**config.mk**
```make
export PLATFORM = sky130hd
export DESIGN_NAME = sram_ctrl
export DESIGN_NICKNAME = d
export VERILOG_FILES = /design/src/hdl/sram_pkg.sv /design/src/hdl/sram_ctrl.sv
export SDC_FILE = /design/constraint.sdc
export NUM_CORES = 1
export LEC_CHECK = 0
export ABC_AREA = 0
export BUFFER_PORTS_ARGS = -buffer_cell sky130_fd_sc_hd__buf_2
export CELL_PAD_IN_SITES_DETAIL_PLACEMENT = 0
export CELL_PAD_IN_SITES_GLOBAL_PLACEMENT = 1
export CORE_AREA = 2 2 143 145
export DETAILED_ROUTE_END_ITERATION = 10
export DIE_AREA = 0 0 145 147
export GPL_ROUTABILITY_DRIVEN = 0
export PLACE_DENSITY = 0.77
export SETUP_SLACK_MARGIN = 0.15
export SYNTH_ARGS = -nofsm -noshare
export SYNTH_HDL_FRONTEND = slang
export SYNTH_SLANG_ARGS = --single-unit
export TNS_END_PERCENT = 20
```
**constraint.sdc**
```tcl
create_clock -name clk -period 3.3 [get_ports clk]
set_input_delay 0.495 -clock clk [delete_from_list [all_inputs] [get_ports clk]]
set_output_delay 0.495 -clock clk [all_outputs]
set_load 0.02 [all_outputs]
```
**src/hdl/sram_pkg.sv**
```systemverilog
package sram_pkg;

	// bus widths
	localparam int ADDR_W = 32;
	localparam int DATA_W = 64;
	// one strobe per data byte
	localparam int STRB_W = DATA_W / 8;

	// 4 KiB window starting at address 0
	localparam int MEM_WORDS = 512;
	// word index, byte offset bits dropped
	localparam int IDX_W = 9;

	// wait cycles for every valid access
	localparam int ACCESS_WAIT = 2;
	// timer counter width, holds ACCESS_WAIT down to zero
	localparam int TMR_W = $clog2(ACCESS_WAIT + 1);

	// response codes on rresp and bresp
	typedef enum logic [1:0] {
		OKAY   = 2'b00,
		SLVERR = 2'b10
	} resp_t;

	// controller states
	typedef enum logic [2:0] {
		// waiting for a request, write wins
		IDLE,
		// write accepted, timer running
		WR_WAIT,
		// write response on the b channel
		WR_RESP,
		// read accepted, timer running
		RD_WAIT,
		// array word on its way out
		RD_DATA,
		// read data on the r channel
		RD_RESP,
		// slverr on r or b, no array access
		ERR_RESP
	} ctrl_state_t;

endpackage

```
**src/hdl/sram_ctrl.sv**
```systemverilog
`timescale 1ns/1ps

module sram_ctrl
	import sram_pkg::*;
(
	input  logic              clk,
	input  logic              rst,
	// read address channel
	input  logic              arvalid,
	input  logic [ADDR_W-1:0] araddr,
	output logic              arready,
	// read data channel
	output logic              rvalid,
	output logic [DATA_W-1:0] rdata,
	output resp_t             rresp,
	input  logic              rready,
	// write address and data
	input  logic              awvalid,
	input  logic [ADDR_W-1:0] awaddr,
	output logic              awready,
	input  logic              wvalid,
	input  logic [DATA_W-1:0] wdata,
	input  logic [STRB_W-1:0] wstrb,
	output logic              wready,
	// write response channel
	output logic              bvalid,
	output resp_t             bresp,
	input  logic              bready,
	// latency timer
	output logic              tmr_start,
	input  logic              tmr_done,
	// array ports
	output logic              mem_we,
	output logic [IDX_W-1:0]  mem_widx,
	output logic [DATA_W-1:0] mem_wdata,
	output logic [STRB_W-1:0] mem_wstrb,
	output logic              mem_re,
	output logic [IDX_W-1:0]  mem_ridx,
	input  logic [DATA_W-1:0] mem_rdata
);

	ctrl_state_t state;
	ctrl_state_t state_nxt;
	// low during reset, keeps the readys down
	logic live;
	// the pending error belongs to a read
	logic err_rd;
	logic idle;
	logic wr_take;
	logic rd_take;
	logic [ADDR_W-1:0] req_addr;
	logic req_ok;
	// latched request and response payload
	logic [IDX_W-1:0] idx_q;
	logic [DATA_W-1:0] wdata_q;
	logic [STRB_W-1:0] wstrb_q;
	logic [DATA_W-1:0] rdata_q;
	resp_t resp_q;

	assign idle = live && (state == IDLE);

	// write needs both valids, read only goes when no write is pending
	assign wr_take = idle && awvalid && wvalid;
	assign rd_take = idle && arvalid && !(awvalid && wvalid);

	// address of whichever request is taken this cycle
	assign req_addr = wr_take ? awaddr : araddr;
	// 8-byte aligned and inside the window
	assign req_ok = (req_addr[2:0] == 3'b000) && (req_addr[ADDR_W-1:IDX_W+3] == '0);

	always_comb begin
		state_nxt = state;
		case (state)
			IDLE: begin
				if (wr_take) begin
					state_nxt = req_ok ? WR_WAIT : ERR_RESP;
				end else if (rd_take) begin
					state_nxt = req_ok ? RD_WAIT : ERR_RESP;
				end
			end
			WR_WAIT: begin
				// commit happens on this same edge
				if (tmr_done) begin
					state_nxt = WR_RESP;
				end
			end
			WR_RESP: begin
				if (bready) begin
					state_nxt = IDLE;
				end
			end
			RD_WAIT: begin
				if (tmr_done) begin
					state_nxt = RD_DATA;
				end
			end
			RD_DATA: begin
				// array word lands in rdata_q
				state_nxt = RD_RESP;
			end
			RD_RESP: begin
				if (rready) begin
					state_nxt = IDLE;
				end
			end
			ERR_RESP: begin
				if (err_rd ? rready : bready) begin
					state_nxt = IDLE;
				end
			end
			default: begin
				state_nxt = IDLE;
			end
		endcase
	end

	always_ff @(posedge clk) begin
		if (rst) begin
			state <= IDLE;
			live <= 1'b0;
			err_rd <= 1'b0;
		end else begin
			state <= state_nxt;
			live <= 1'b1;
			if (wr_take || rd_take) begin
				err_rd <= rd_take;
			end
		end
	end

	// payload capture
	always_ff @(posedge clk) begin
		if (wr_take) begin
			wdata_q <= wdata;
			wstrb_q <= wstrb;
		end
		if (wr_take || rd_take) begin
			idx_q <= req_addr[IDX_W+2:3];
			resp_q <= req_ok ? OKAY : SLVERR;
		end
		// bad read returns zero data
		if (rd_take && !req_ok) begin
			rdata_q <= '0;
		end else if (state == RD_DATA) begin
			rdata_q <= mem_rdata;
		end
	end

	// request side
	assign arready = idle && !(awvalid && wvalid);
	assign awready = idle;
	assign wready = idle;

	// timer only for accesses that reach the array
	assign tmr_start = (wr_take || rd_take) && req_ok;

	// array strobes, one cycle each
	assign mem_we = (state == WR_WAIT) && tmr_done;
	assign mem_widx = idx_q;
	assign mem_wdata = wdata_q;
	assign mem_wstrb = wstrb_q;
	assign mem_re = (state == RD_WAIT) && tmr_done;
	assign mem_ridx = idx_q;

	// response side, all from registers
	assign rvalid = (state == RD_RESP) || ((state == ERR_RESP) && err_rd);
	assign bvalid = (state == WR_RESP) || ((state == ERR_RESP) && !err_rd);
	assign rdata = rdata_q;
	assign rresp = resp_q;
	assign bresp = resp_q;

	// response held with its payload until taken
	a_rvalid_hold: assert property (@(posedge clk) disable iff (rst)
		rvalid && !rready |=> rvalid && $stable(rdata) && $stable(rresp));

	a_bvalid_hold: assert property (@(posedge clk) disable iff (rst)
		bvalid && !bready |=> bvalid && $stable(bresp));

	// one transaction at a time
	a_one_resp: assert property (@(posedge clk) disable iff (rst)
		!(rvalid && bvalid));

endmodule

```
==> impl_metrics.tcl <==
set metrics [dict create \
    setup_violations 0 \
    yosys.area.top_type_share_pct 43.1 \
    cp_slowest_cell "dfxtp_1" \
    timing.fmax_mhz 348 \
    slew_violations 0 \
    p_seq_share_pct 38.1 \
    cts_tree "yes" \
    start_util_pct 28.8 \
    yosysWarnings 0 \
    post_drt_wl_per_cell_um 16.1 \
    num_rows 52 \
    hold_violations 0 \
    drc 0 \
    grt_pass1_vias 4914 \
    vias 4751 \
    ant_nets 0 \
    leakage_uw 0.00366 \
    totalWireLength_mm 17.8 \
    hold-path-cell-count 1 \
    fin_setup_tns_ns 0 \
    dieArea_sq_um 21300 \
    die_h_um 147 \
    status "completed" \
    cp.required_ns 2.80 \
    yosysSeqAreaShare_pct 67.3 \
    ys_ff_latch 151 \
    hold_start "wdata[57]" \
    synth.area.top_cells "edfxtp_1 (43%), dfxtp_1 (24%), a21oi_2 (9.2%)" \
    grt_pass1_wl_mm 27.0 \
    synth-edff-count 82 \
    synth_cell_types 39 \
    period_share_pct 87.1 \
    grt_max_degree 74 \
    cts.sinks 151 \
    max-cap-violations 0 \
    core_area_sq_um 19800 \
    switching_share_pct 37.9 \
    postSynthCellCount 463 \
    cp_cell_sequence "nand3b_4 -> inv_4 -> nand3_4 -> clkinv_2 -> nor3_2 -> nor2_1 -> nor3_1 -> buf_2" \
    totalPowerFinal_uw 6950 \
    cp.arrival_ns 2.38 \
    htreeDepth 4 \
    ios 374 \
    power.switching_uw 2640 \
    crit_fanout 16 \
    clk_path_buf_depth 2 \
    grt_remaining_overflow 0 \
    die_w_um 145 \
    postCtsSetupBuffers 0 \
    ir_worst_vdd_mv 0.404 \
    holdCritPathClass "in -> reg" \
    r2r_setup_slack_ns 0.99 \
    min_delay_worst_endpoint "mem_wdata[57]" \
    path_buf_inv 3 \
    avgSynthCellArea_sq_um 12.3 \
    mostFrequentLayoutCell "buf_2" \
    slowest_delay_ns 0.65 \
    place_hpwl_mm 13.6 \
    syn_area_sq_um 5710 \
    root_buffer "clkbuf_16" \
    final_nets 1029 \
    rsz0062_at_grt "no" \
    cp-start-kind "flip-flop" \
    clkPwrFrac_pct 27.6 \
    yosysTopAreaCell "edfxtp_1" \
    dr.pass1.iters 4 \
    r2r-end "mem_wdata[42]" \
    reg2reg_from "state[1]" \
    path_class "reg -> out" \
    period_minus_slack_ns 2.87 \
    p_int_uw 4310 \
    viasPerCell 4.29 \
    finClkSkew_ns 0.0133 \
    combPwrFrac_pct 34.3 \
    relSlewSlack_pct 36.8 \
    cts_buffers 17 \
    io_buffers 371 \
    critPathCaptureType "primary output" \
    async_flop_share_pct 0 \
    cts_resized 0 \
    drive_gt1_share_pct 58.8 \
    tightestPinTransition_ns 0.949 \
    synth_ff_type "edfxtp_1" \
    area_delta_synth_final_pct 45.9 \
    clk-insertion-delay-late_ns 0.42 \
    hold_buffers 0 \
    final_cell_mix "buf_2 (371), nand2_1 (137), edfxtp_1 (82)" \
    clk_pin_slew_ns 0.07 \
    cpLargestDelayFamily "simple AND/OR/NAND/NOR gates" \
    r2r_cells 6 \
    antenna_found_initial 6 \
    powerDensity_nw_per_um2 834 \
    drtIter0Drc 193 \
    grtUsageTotal_pct 16.5 \
]
[synthesized netlist by cell type (all sizes together), types with 2 or more instances]
cell type	number
a21oi	74
a31oi	2
buf	25
clkbuf	13
dfxtp	69
edfxtp	82
inv	3
mux2	9
nand2	138
nand2b	4
nor2	3
nor2b	4
nor3	6
nor3b	3
nor4	11
o21ai	3
[metrics by stage]
step                worst slack (ns)  std cells  instance area (sq um)  hold WS, ns  util [%]
CTS                            0.391       1104                   8320        0.216      41.9
floorplan                      0.599        464                   5710        0.527         -
global route                   0.188       1107                   8330        0.211      42.0
detailed placement             0.854       1072                   7730        0.448      38.9
global placement               0.930       1072                   7730        0.439      38.9
finish                         0.426       1107                   8330        0.244      42.0
[power by group through the flow]
stage	sequential (uW)	clock (uW)	combinational, uW
after floorplan	3130	0	1210
after global placement	2680	0	2400
after detailed placement	2680	0	2420
after CTS	2650	1980	2420
after global routing	2710	2060	2600
final	2650	1920	2380
[how the worst max path moves through the flow]
stage	startpoint	to	slack (ns)	cells after the start
final	state[2]	tmr_start	0.43	8
after global routing	state[2]	tmr_start	0.19	8
after CTS	state[2]	tmr_start	0.39	8
after detailed placement	state[2]	tmr_start	0.85	8
after global placement	state[2]	tmr_start	0.93	8
after floorplan	state[1]	tmr_start	0.60	9
[state kept, by name (all words and copies together), names as in the netlist]
signal,flops
mem_wstrb,8
rdata,64
bresp,1
mem_wdata,64
state,3
err_rd,1
mem_ridx,9
live,1
[cell type report]
class	instances	area, sq um
multi-input cells	272	1610
well taps	270	338
flip-flops and latches	151	3840
clock inverters	15	169
clock buffers	17	425
diodes	3	7.51
inverters	3	15.0
fillers	1954	11500
repair buffers	376	1920
[worst register-to-register path: stages (launching register included)]
cell and delay, ns:
dfxtp_1 0.43, nor2_4 0.23, nand3b_4 0.12, inv_4 0.10, nand3_4 0.18, clkinv_2 0.11
buf_4 0.68
[routing by layer]
| layer | wire (um) | up-vias | track usage [%] | share of wire [%] |
|---|---|---|---|---|
| met5 | 22 | - | 0 | 0.12 |
| met4 | 244 | 4 | 4.46 | 1.4 |
| met3 | 1660 | 18 | 7.42 | 9.3 |
| met2 | 9310 | 224 | 29.8 | 52 |
| met1 | 6570 | 2188 | 17.5 | 37 |
| li1 | - | 2317 | - | - |
[logic make-up after synthesis]
logic type             after synthesis  share of synthesized area [%]
and+or+nand+nor                    176                           14.1
DFF                                151                           67.3
AOI/OAI and AO/OA                   85                           12.0
buffers and inverters               41                           4.73
muxes                                9                           1.77
other                                1                         0.0657
No activity file was read; power rests on OpenSTA's default activity.
